`src/design/inst_buffer_pkg.sv`:
```
package inst_buffer_pkg;

  // ----------------------------------------------------------------------
  // sizes and limits
  // ----------------------------------------------------------------------
  localparam int XLEN_PC            = 32;
  localparam int LINE_WORDS         = 4;
  localparam int LINE_W             = LINE_WORDS * 32;
  localparam int WORD_IDX_W         = 2;
  localparam int INST_BUF_SIZE      = 4;
  localparam int PTR_W              = 2;
  localparam int DISP_WIDTH         = 3;
  localparam int DISP_CNT_W         = 2;

  localparam int ARITH_DISP_LIMIT   = 2;
  localparam int MEM_DISP_LIMIT     = 1;  // load and store together
  localparam int BR_DISP_LIMIT      = 1;
  localparam int ILLEGAL_DISP_LIMIT = 1;

  // ----------------------------------------------------------------------
  // RV32 major opcodes
  // ----------------------------------------------------------------------
  localparam logic [6:0] OPC_OP     = 7'b0110011;
  localparam logic [6:0] OPC_OP_IMM = 7'b0010011;
  localparam logic [6:0] OPC_LUI    = 7'b0110111;
  localparam logic [6:0] OPC_AUIPC  = 7'b0010111;
  localparam logic [6:0] OPC_LOAD   = 7'b0000011;
  localparam logic [6:0] OPC_STORE  = 7'b0100011;
  localparam logic [6:0] OPC_BRANCH = 7'b1100011;
  localparam logic [6:0] OPC_JAL    = 7'b1101111;
  localparam logic [6:0] OPC_JALR   = 7'b1100111;

  typedef enum logic [2:0] {
    CAT_ARITH,
    CAT_LD,
    CAT_ST,
    CAT_BR,
    CAT_ILLEGAL
  } inst_cat_e;

  // one instruction word, seen by the class decoder or the register decoder
  typedef union packed {
    struct packed {
      logic [6:0] funct7;
      logic [9:0] mid;      // rs2/rs1 or immediate
      logic [2:0] funct3;
      logic [4:0] lo;       // rd or immediate
      logic [6:0] opcode;
    } opc;
    struct packed {
      logic [6:0] top;
      logic [4:0] rs2;
      logic [4:0] rs1;
      logic [2:0] mid;
      logic [4:0] rd;
      logic [6:0] opcode;
    } regs;
  } inst_word_u;

  typedef struct packed {
    logic               valid;
    logic [XLEN_PC-1:0] pc;
    logic [LINE_W-1:0]  data;
  } fetch_line_t;

  typedef struct packed {
    logic                            valid;
    logic [XLEN_PC-1:0]              line_pc;
    logic [WORD_IDX_W-1:0]           start;   // first word not yet dispatched
    inst_word_u [LINE_WORDS-1:0]     words;
  } head_words_t;

  typedef struct packed {
    logic       rd_valid;
    logic [4:0] rd;
    logic       rs1_valid;
    logic [4:0] rs1;
    logic       rs2_valid;
    logic [4:0] rs2;
  } reg_fields_t;

  typedef struct packed {
    logic               valid;
    logic [31:0]        inst;
    logic [XLEN_PC-1:0] pc;
    inst_cat_e          cat;
    reg_fields_t        regs;
  } disp_slot_t;

  typedef struct packed {
    logic                            valid;
    logic [DISP_CNT_W-1:0]           count;
    disp_slot_t [DISP_WIDTH-1:0]     slot;
  } disp_group_t;

endpackage

```
`src/design/fetch_line_queue.sv`:
```
module fetch_line_queue (
  input  logic                                   i_clk,
  input  logic                                   i_reset_n,
  input  logic                                   i_flush,
  input  inst_buffer_pkg::fetch_line_t           i_fetch,
  input  logic [inst_buffer_pkg::DISP_CNT_W-1:0] i_consume_cnt,
  output logic                                   o_fetch_ready,
  output inst_buffer_pkg::head_words_t           o_head
);

  logic [inst_buffer_pkg::XLEN_PC-1:0]    r_pc   [inst_buffer_pkg::INST_BUF_SIZE];
  logic [inst_buffer_pkg::LINE_W-1:0]     r_data [inst_buffer_pkg::INST_BUF_SIZE];
  logic [inst_buffer_pkg::PTR_W-1:0]      r_inptr;
  logic [inst_buffer_pkg::PTR_W-1:0]      r_outptr;
  logic [inst_buffer_pkg::PTR_W:0]        r_count;
  logic [inst_buffer_pkg::WORD_IDX_W-1:0] r_consumed;  // words taken from head line

  logic                                   w_push;
  logic                                   w_pop;
  logic                                   w_not_empty;
  logic [inst_buffer_pkg::XLEN_PC-1:0]    w_head_pc;
  logic [inst_buffer_pkg::WORD_IDX_W:0]   w_start;
  logic [inst_buffer_pkg::WORD_IDX_W:0]   w_sum;

  assign w_not_empty   = (r_count != '0);
  assign o_fetch_ready = (r_count !=
                          (inst_buffer_pkg::PTR_W + 1)'(inst_buffer_pkg::INST_BUF_SIZE));
  assign w_push        = i_fetch.valid & o_fetch_ready;

  assign w_head_pc = r_pc[r_outptr];
  assign w_start   = {1'b0, w_head_pc[inst_buffer_pkg::WORD_IDX_W+1:2]} + {1'b0, r_consumed};
  assign w_sum     = w_start + (inst_buffer_pkg::WORD_IDX_W + 1)'(i_consume_cnt);

  // head line done once the last word goes out
  assign w_pop = w_not_empty & (|i_consume_cnt) &
                 (w_sum >= (inst_buffer_pkg::WORD_IDX_W + 1)'(inst_buffer_pkg::LINE_WORDS));

  // ----------------------------------------------------------------------
  // line storage
  // ----------------------------------------------------------------------
  always_ff @(posedge i_clk) begin
    if (w_push) begin
      r_pc[r_inptr]   <= i_fetch.pc;
      r_data[r_inptr] <= i_fetch.data;
    end
  end

  // ----------------------------------------------------------------------
  // pointers and occupancy
  // ----------------------------------------------------------------------
  always_ff @(posedge i_clk or negedge i_reset_n) begin
    if (!i_reset_n) begin
      r_inptr  <= '0;
      r_outptr <= '0;
      r_count  <= '0;
    end else if (i_flush) begin
      r_inptr  <= '0;
      r_outptr <= '0;
      r_count  <= '0;
    end else begin
      if (w_push) begin
        r_inptr <= r_inptr + (inst_buffer_pkg::PTR_W)'(1);
      end
      if (w_pop) begin
        r_outptr <= r_outptr + (inst_buffer_pkg::PTR_W)'(1);
      end
      case ({w_push, w_pop})
        2'b10:   r_count <= r_count + (inst_buffer_pkg::PTR_W + 1)'(1);
        2'b01:   r_count <= r_count - (inst_buffer_pkg::PTR_W + 1)'(1);
        default: r_count <= r_count;  // none or both
      endcase
    end
  end

  always_ff @(posedge i_clk or negedge i_reset_n) begin
    if (!i_reset_n) begin
      r_consumed <= '0;
    end else if (i_flush || w_pop) begin
      r_consumed <= '0;
    end else begin
      r_consumed <= r_consumed + (inst_buffer_pkg::WORD_IDX_W)'(i_consume_cnt);
    end
  end

  always_comb begin
    o_head.valid   = w_not_empty &
                     (w_start < (inst_buffer_pkg::WORD_IDX_W + 1)'(inst_buffer_pkg::LINE_WORDS));
    o_head.line_pc = w_head_pc;
    o_head.start   = w_start[inst_buffer_pkg::WORD_IDX_W-1:0];
    o_head.words   = r_data[r_outptr];
  end

endmodule

```
`src/design/inst_class_decode.sv`:
```
module inst_class_decode (
  input  inst_buffer_pkg::head_words_t         i_head,
  output inst_buffer_pkg::inst_cat_e           o_cat [inst_buffer_pkg::DISP_WIDTH],
  output logic [inst_buffer_pkg::DISP_WIDTH-1:0] o_in_line
);

  for (genvar k = 0; k < inst_buffer_pkg::DISP_WIDTH; k++) begin : g_slot
    logic [inst_buffer_pkg::WORD_IDX_W:0] w_idx;
    inst_buffer_pkg::inst_word_u          w_word;
    inst_buffer_pkg::inst_cat_e           w_cat;

    assign w_idx  = {1'b0, i_head.start} + (inst_buffer_pkg::WORD_IDX_W + 1)'(k);
    assign w_word = i_head.words[w_idx[inst_buffer_pkg::WORD_IDX_W-1:0]];

    // slot runs past the end of the line
    assign o_in_line[k] = (w_idx <
                           (inst_buffer_pkg::WORD_IDX_W + 1)'(inst_buffer_pkg::LINE_WORDS));

    always_comb begin
      case (w_word.opc.opcode)
        inst_buffer_pkg::OPC_OP,
        inst_buffer_pkg::OPC_OP_IMM,
        inst_buffer_pkg::OPC_LUI,
        inst_buffer_pkg::OPC_AUIPC: begin
          w_cat = inst_buffer_pkg::CAT_ARITH;
        end
        inst_buffer_pkg::OPC_LOAD: begin
          w_cat = inst_buffer_pkg::CAT_LD;
        end
        inst_buffer_pkg::OPC_STORE: begin
          w_cat = inst_buffer_pkg::CAT_ST;
        end
        inst_buffer_pkg::OPC_BRANCH,
        inst_buffer_pkg::OPC_JAL,
        inst_buffer_pkg::OPC_JALR: begin
          w_cat = inst_buffer_pkg::CAT_BR;  // jumps go to the branch unit
        end
        default: begin
          w_cat = inst_buffer_pkg::CAT_ILLEGAL;
        end
      endcase
    end

    assign o_cat[k] = w_cat;
  end

endmodule

```
`src/design/reg_field_decode.sv`:
```
module reg_field_decode (
  input  inst_buffer_pkg::head_words_t i_head,
  output inst_buffer_pkg::reg_fields_t o_regs [inst_buffer_pkg::DISP_WIDTH]
);

  for (genvar k = 0; k < inst_buffer_pkg::DISP_WIDTH; k++) begin : g_slot
    logic [inst_buffer_pkg::WORD_IDX_W:0] w_idx;
    inst_buffer_pkg::inst_word_u          w_word;
    logic [2:0]                           w_use;  // rd, rs1, rs2

    assign w_idx  = {1'b0, i_head.start} + (inst_buffer_pkg::WORD_IDX_W + 1)'(k);
    assign w_word = i_head.words[w_idx[inst_buffer_pkg::WORD_IDX_W-1:0]];

    always_comb begin
      case (w_word.regs.opcode)
        inst_buffer_pkg::OPC_OP:     w_use = 3'b111;
        inst_buffer_pkg::OPC_OP_IMM: w_use = 3'b110;
        inst_buffer_pkg::OPC_LUI:    w_use = 3'b100;
        inst_buffer_pkg::OPC_AUIPC:  w_use = 3'b100;
        inst_buffer_pkg::OPC_LOAD:   w_use = 3'b110;
        inst_buffer_pkg::OPC_STORE:  w_use = 3'b011;
        inst_buffer_pkg::OPC_BRANCH: w_use = 3'b011;
        inst_buffer_pkg::OPC_JAL:    w_use = 3'b100;
        inst_buffer_pkg::OPC_JALR:   w_use = 3'b110;
        default:                     w_use = 3'b000;  // illegal, no operands
      endcase
    end

    always_comb begin
      o_regs[k].rd_valid  = w_use[2];
      o_regs[k].rd        = w_word.regs.rd;
      o_regs[k].rs1_valid = w_use[1];
      o_regs[k].rs1       = w_word.regs.rs1;
      o_regs[k].rs2_valid = w_use[0];
      o_regs[k].rs2       = w_word.regs.rs2;
    end
  end

endmodule

```
`src/design/dispatch_group_select.sv`:
```
module dispatch_group_select (
  input  inst_buffer_pkg::head_words_t           i_head,
  input  inst_buffer_pkg::inst_cat_e             i_cat [inst_buffer_pkg::DISP_WIDTH],
  input  logic [inst_buffer_pkg::DISP_WIDTH-1:0] i_in_line,
  input  inst_buffer_pkg::reg_fields_t           i_regs [inst_buffer_pkg::DISP_WIDTH],
  input  logic                                   i_flush,
  input  logic                                   i_disp_ready,
  output inst_buffer_pkg::disp_group_t           o_disp,
  output logic [inst_buffer_pkg::DISP_CNT_W-1:0] o_consume_cnt
);

  logic [inst_buffer_pkg::DISP_WIDTH-1:0] w_live;
  logic [inst_buffer_pkg::DISP_WIDTH-1:0] w_is_arith;
  logic [inst_buffer_pkg::DISP_WIDTH-1:0] w_is_mem;
  logic [inst_buffer_pkg::DISP_WIDTH-1:0] w_is_br;
  logic [inst_buffer_pkg::DISP_WIDTH-1:0] w_is_illegal;
  logic [inst_buffer_pkg::DISP_WIDTH-1:0] w_picked;
  logic [inst_buffer_pkg::DISP_WIDTH-1:0] w_grp;
  logic [inst_buffer_pkg::DISP_CNT_W-1:0] w_cnt;
  logic [inst_buffer_pkg::WORD_IDX_W:0]   w_idx  [inst_buffer_pkg::DISP_WIDTH];
  inst_buffer_pkg::inst_word_u            w_word [inst_buffer_pkg::DISP_WIDTH];

  // first `limit` requesters, lowest slot first
  function automatic logic [inst_buffer_pkg::DISP_WIDTH-1:0] pick_first(
    input logic [inst_buffer_pkg::DISP_WIDTH-1:0] req,
    input int unsigned                            limit
  );
    logic [inst_buffer_pkg::DISP_WIDTH-1:0] grant;
    int unsigned                            taken;
    grant = '0;
    taken = 0;
    for (int i = 0; i < inst_buffer_pkg::DISP_WIDTH; i++) begin
      if (req[i] && (taken < limit)) begin
        grant[i] = 1'b1;
        taken++;
      end
    end
    return grant;
  endfunction

  for (genvar k = 0; k < inst_buffer_pkg::DISP_WIDTH; k++) begin : g_slot
    assign w_idx[k]  = {1'b0, i_head.start} + (inst_buffer_pkg::WORD_IDX_W + 1)'(k);
    assign w_word[k] = i_head.words[w_idx[k][inst_buffer_pkg::WORD_IDX_W-1:0]];

    assign w_live[k]       = i_head.valid & i_in_line[k];
    assign w_is_arith[k]   = w_live[k] & (i_cat[k] == inst_buffer_pkg::CAT_ARITH);
    assign w_is_mem[k]     = w_live[k] & ((i_cat[k] == inst_buffer_pkg::CAT_LD) |
                                          (i_cat[k] == inst_buffer_pkg::CAT_ST));
    assign w_is_br[k]      = w_live[k] & (i_cat[k] == inst_buffer_pkg::CAT_BR);
    assign w_is_illegal[k] = w_live[k] & (i_cat[k] == inst_buffer_pkg::CAT_ILLEGAL);
  end

  assign w_picked = pick_first(w_is_arith,   inst_buffer_pkg::ARITH_DISP_LIMIT)   |
                    pick_first(w_is_mem,     inst_buffer_pkg::MEM_DISP_LIMIT)     |
                    pick_first(w_is_br,      inst_buffer_pkg::BR_DISP_LIMIT)      |
                    pick_first(w_is_illegal, inst_buffer_pkg::ILLEGAL_DISP_LIMIT);

  // ----------------------------------------------------------------------
  // group is the run of picked slots from slot 0
  // ----------------------------------------------------------------------
  always_comb begin
    w_grp[0] = w_picked[0];
    for (int i = 1; i < inst_buffer_pkg::DISP_WIDTH; i++) begin
      w_grp[i] = w_grp[i-1] & w_picked[i];
    end
  end

  always_comb begin
    w_cnt = '0;
    for (int i = 0; i < inst_buffer_pkg::DISP_WIDTH; i++) begin
      w_cnt = w_cnt + (inst_buffer_pkg::DISP_CNT_W)'(w_grp[i]);
    end
  end

  always_comb begin
    o_disp       = '0;
    o_disp.valid = (|w_grp) & ~i_flush;
    o_disp.count = w_cnt;
    for (int i = 0; i < inst_buffer_pkg::DISP_WIDTH; i++) begin
      if (w_grp[i]) begin
        o_disp.slot[i].valid = 1'b1;
        o_disp.slot[i].inst  = w_word[i];
        o_disp.slot[i].pc    = {i_head.line_pc[inst_buffer_pkg::XLEN_PC-1:
                                               inst_buffer_pkg::WORD_IDX_W+2],
                                w_idx[i][inst_buffer_pkg::WORD_IDX_W-1:0], 2'b00};
        o_disp.slot[i].cat   = i_cat[i];
        o_disp.slot[i].regs  = i_regs[i];
      end
    end
  end

  assign o_consume_cnt = (o_disp.valid & i_disp_ready) ? w_cnt : '0;

endmodule

```
`src/design/inst_buffer.sv`:
```
module inst_buffer (
  input  logic                         i_clk,
  input  logic                         i_reset_n,
  input  logic                         i_flush,
  input  inst_buffer_pkg::fetch_line_t i_fetch,
  input  logic                         i_disp_ready,
  output logic                         o_fetch_ready,
  output inst_buffer_pkg::disp_group_t o_disp
);

  inst_buffer_pkg::head_words_t           w_head;
  inst_buffer_pkg::inst_cat_e             w_cat  [inst_buffer_pkg::DISP_WIDTH];
  logic [inst_buffer_pkg::DISP_WIDTH-1:0] w_in_line;
  inst_buffer_pkg::reg_fields_t           w_regs [inst_buffer_pkg::DISP_WIDTH];
  logic [inst_buffer_pkg::DISP_CNT_W-1:0] w_consume_cnt;

  // ----------------------------------------------------------------------
  // line queue
  // ----------------------------------------------------------------------
  fetch_line_queue u_queue (
    .i_clk         (i_clk),
    .i_reset_n     (i_reset_n),
    .i_flush       (i_flush),
    .i_fetch       (i_fetch),
    .i_consume_cnt (w_consume_cnt),
    .o_fetch_ready (o_fetch_ready),
    .o_head        (w_head)
  );

  // ----------------------------------------------------------------------
  // decoders, both on the same head words
  // ----------------------------------------------------------------------
  inst_class_decode u_class_dec (
    .i_head    (w_head),
    .o_cat     (w_cat),
    .o_in_line (w_in_line)
  );

  reg_field_decode u_reg_dec (
    .i_head (w_head),
    .o_regs (w_regs)
  );

  dispatch_group_select u_select (
    .i_head        (w_head),
    .i_cat         (w_cat),
    .i_in_line     (w_in_line),
    .i_regs        (w_regs),
    .i_flush       (i_flush),
    .i_disp_ready  (i_disp_ready),
    .o_disp        (o_disp),
    .o_consume_cnt (w_consume_cnt)  // back to queue
  );

endmodule

```
`config.mk`:
```
export PLATFORM = sky130hd
export DESIGN_NAME = inst_buffer
export DESIGN_NICKNAME = d
export VERILOG_FILES = /design/src/design/inst_buffer_pkg.sv /design/src/design/fetch_line_queue.sv /design/src/design/inst_class_decode.sv /design/src/design/reg_field_decode.sv /design/src/design/dispatch_group_select.sv /design/src/design/inst_buffer.sv
export SDC_FILE = /design/constraint.sdc
export NUM_CORES = 1
export LEC_CHECK = 0
export BUFFER_PORTS_ARGS = -buffer_cell sky130_fd_sc_hd__buf_2
export CAP_MARGIN = 5
export CORE_MARGIN = 2
export CORE_UTILIZATION = 60
export CTS_BUF_LIST = sky130_fd_sc_hd__clkbuf_16
export CTS_CLUSTER_SIZE = 12
export DETAILED_ROUTE_END_ITERATION = 10
export HOLD_SLACK_MARGIN = 0.08
export PLACE_DENSITY = 0.83
export SLEW_MARGIN = 20
export SYNTH_ARGS = -nofsm -noshare
export SYNTH_HDL_FRONTEND = slang
export SYNTH_SLANG_ARGS = --single-unit
```
`constraint.sdc`:
```
create_clock -name i_clk -period 16.8 [get_ports i_clk]
set_clock_uncertainty 0.15 [all_clocks]
set_input_delay 1.68 -clock i_clk [delete_from_list [all_inputs] [get_ports i_clk]]
set_output_delay 1.68 -clock i_clk [all_outputs]
set_load 0.1 [all_outputs]
```
==> impl_metrics.toml <==
[yosys]
ys.flop_type = "edfxtp_1"
synth.area.top_cells = "edfxtp_1 67%, mux4_2 19%, and2_1 1.7%"
postSynthAreaPerCell_um2 = 19.09
yosysSeqAreaShare_pct = 68.26
yosysWarnings = 0
syn_area_um2 = 28130
netlist_instances = 1474
synth_enable_flop_cells = 632
synthArstFlopShare_pct = 1.404
yosysTopAreaCellShare_pct = 67.46
synth_cell_types = 66
synth_top_area_cell = "edfxtp_1"
synth-seq-cells = 641

[drt]
via_per_inst = 6.228
ant_nets = 0
wl_mm = 65.60
route.detailed.drc = 0
drt-wirelength-per-cell_um = 26.15
first_pass_iters = 5
dr.first_iter.drc_count = 1424
num_vias = 15620

[sta]
max_freq_mhz = 97.95
fin_crit_ns = 10.21
final_max_slew_viol_count = 0
hold_violations = 0
maxSlewHeadroom_pct = 25.00
finalSetupTns_ns = 0
worst_slew_pin_slew_ns = 1.125
setup_viol = 0
whs_ns = 0.4413
rsz0062_at_grt = "no"
period_share_pct = 60.77

[global_routing]
antenna_found_initial = 30
grt_pass1_wl_mm = 94.14
grt_pass1_vias = 15400
grt_max_degree = 76
grt_overflow = 0
grt_usage_pct = 26.83

[setup_path]
cp_num_cells = 19
ff2ff_path_depth = 24
path_delay_family = "buffers and inverters"
worstPathMaxFanout = 47
regToRegSetupSlack_ns = 7.99
critPathRequiredTime_ns = 14.97
end_kind = "primary output"
cp_cell_sequence = "mux4_2, ha_1, inv_1, fa_2, buf_4, inv_2, ha_2, buf_4, mux4_2, nor2_2, o21ai_0, o21ai_2, nor2_2, o31ai_4, buf_4, a21o_2, buf_4, nor2b_1, buf_2"
crit_path_frequent_cell = "buf_4"
cp_num_buf_inv = 7
r2r_end = "u_queue.r_count[1]$_DFFE_PN0P_"
worstReg2RegStart = "u_queue.r_outptr[0]$_DFFE_PN0N_"
arrival_ns = 8.38
critPathLaunchType = "register"
critPathKind = "register to primary output"
cpPeakStageDelay_ns = 0.88
cp_slowest_cell = "inv_2"

[pwr]
p_leak_nw = 11.60
p_per_area_nw_per_um2 = 130.8
clockPowerShare_pct = 31.6
comb_power_share_pct = 24.3
switching_share_pct = 31.74
p_sw_w = 0.001346
intPower_w = 0.002896
ir_worst_vdd_uv = 119.6
seq_power_share_pct = 44.1

[placed_design]
placedCellCount = 2388
hpwlAfterDp_mm = 39.69
io_buffers = 418
place_congestion = 0.8796

[die]
dieArea_um2 = 48640
ios = 427
core-area_um2 = 46460
die_w_um = 220.5
initial_core_util_pct = 60.55
die_height_um = 220.5
row_count = 79

[worst_hold_path]
hold_depth = 2
hold_path_end = "u_queue.r_inptr[1]$_DFFE_PN0P_"
hp-class = "register to register"
min_from = "u_queue.r_inptr[1]$_DFFE_PN0P_"

[clocking]
clk_path_buf_depth = 3
cts_setup_buffers = 0
htreeDepth = 3
cts-resized-gates = 0
cts_tree = "built"
clkLatencyLatePin_ns = 0.59
clk_pin_slew_ns = 0.06
holdBufCountCts = 0
cts_root_buf = "clkbuf_16"
numCtsBuffers = 68
cts_sinks = 641

[final_layout]
drive_above_1_share_pct = 42.17
mostFrequentLayoutCells = "632 x edfxtp_1, 418 x buf_2, 234 x mux4_2"
final_cells = 2508
mostFrequentLayoutCell = "edfxtp_1"
syn_to_final_growth_pct = 15.32
nNetsFinal = 2028

[status]
status = "complete, no violations"

[flow_run]
maxCapViolCount = 0
==> through the flow <==
step	power (W)	area [um2]	utilization, %	setup slack (ns)
floorplan	0.002722	28150	-	6.003
global placement	0.002910	30410	65.45	7.269
detailed placement	0.002928	30410	65.45	7.123
CTS	0.004265	32370	69.67	6.520
global route	0.004372	32430	69.80	6.244
finish	0.004242	32440	69.83	6.590
==> worst max-delay path by stage <==
| stage | startpoint | endpoint |
|---|---|---|
| final | u_queue.r_outptr[0]$_DFFE_PN0N_ | o_disp[235] |
| after CTS | u_queue.r_outptr[0]$_DFFE_PN0N_ | o_disp[235] |
| after detailed placement | u_queue.r_outptr[0]$_DFFE_PN0N_ | o_disp[235] |
| after global placement | u_queue.r_outptr[0]$_DFFE_PN0N_ | o_disp[235] |
| after global routing | u_queue.r_outptr[0]$_DFFE_PN0N_ | o_disp[235] |
| after floorplan | u_queue.r_outptr[0]$_DFFE_PN0N_ | o_disp[19] |
==> logic make-up (layout without fill, tap and decap cells) <==
kind of cell,Yosys count,after routing,share of synthesized area [%]
other,1,24,0.01333
AO/OA/AOI/OAI,62,62,1.739
buffers and inverters,172,576,3.282
flip-flops,641,641,68.26
XOR/XNOR,4,4,0.1246
multiplexers,246,246,19.63
adder cells (fa/ha/maj),11,11,0.5426
AND/OR/NAND/NOR,337,337,6.409
==> power by group through the flow <==
stage | logic [W] | registers, W | clock network [W]
after floorplan | 0.000817 | 0.00191 | 0
after global placement | 0.00101 | 0.00190 | 0
after detailed placement | 0.00103 | 0.00190 | 0
after CTS | 0.00103 | 0.00187 | 0.00136
after global routing | 0.00108 | 0.00188 | 0.00142
final | 0.00103 | 0.00187 | 0.00134
==> synthesized netlist by cell type (5+ instances only) <==
cell	number
a21oi_1	10
a22o_1	12
and2_1	77
and3_1	7
and4_1	5
buf_1	11
buf_2	14
buf_4	52
clkbuf_1	54
dfrtp_1	9
edfxtp_1	632
ha_1	9
inv_1	31
mux4_1	8
mux4_2	234
nand2_1	62
nand2b_1	7
nand3_1	5
nand4_1	9
nor2_1	89
nor2b_1	36
nor3_1	10
o21ai_0	12
==> layer usage <==
layer | up-vias | global-route usage (%) | share of wire [%]
met5 | - | 0 | 0.20
met4 | 22 | 10.20 | 2.8
met3 | 135 | 6.378 | 8.1
met2 | 749 | 43.65 | 50
met1 | 8050 | 35.81 | 39
li1 | 6665 | - | -
==> worst min-delay path, delay by kind of cell, from the launching register on <==
kind            cells  cell delay [ns]
flops               1             0.41
simple gates        1             0.08
compound gates      1             0.06
==> sequential cells by signal (all words and copies together) (netlist names) <==
signal	count
u_queue.r_data	512
u_queue.r_consumed	2
u_queue.r_outptr	2
u_queue.r_inptr	2
u_queue.r_pc	120
u_queue.r_count	3
==> area by class of cell <==
type	count	area [um2]
antenna	18	45.04
clock buffer	70	1752
clock inverter	31	206.4
fill	2885	14010
inverter	35	135.1
multi-input combinational	666	8053
sequential	641	19210
tap	607	759.5
timing repair buffer	440	2281
Note: power is estimated with default switching activity, not from simulation.
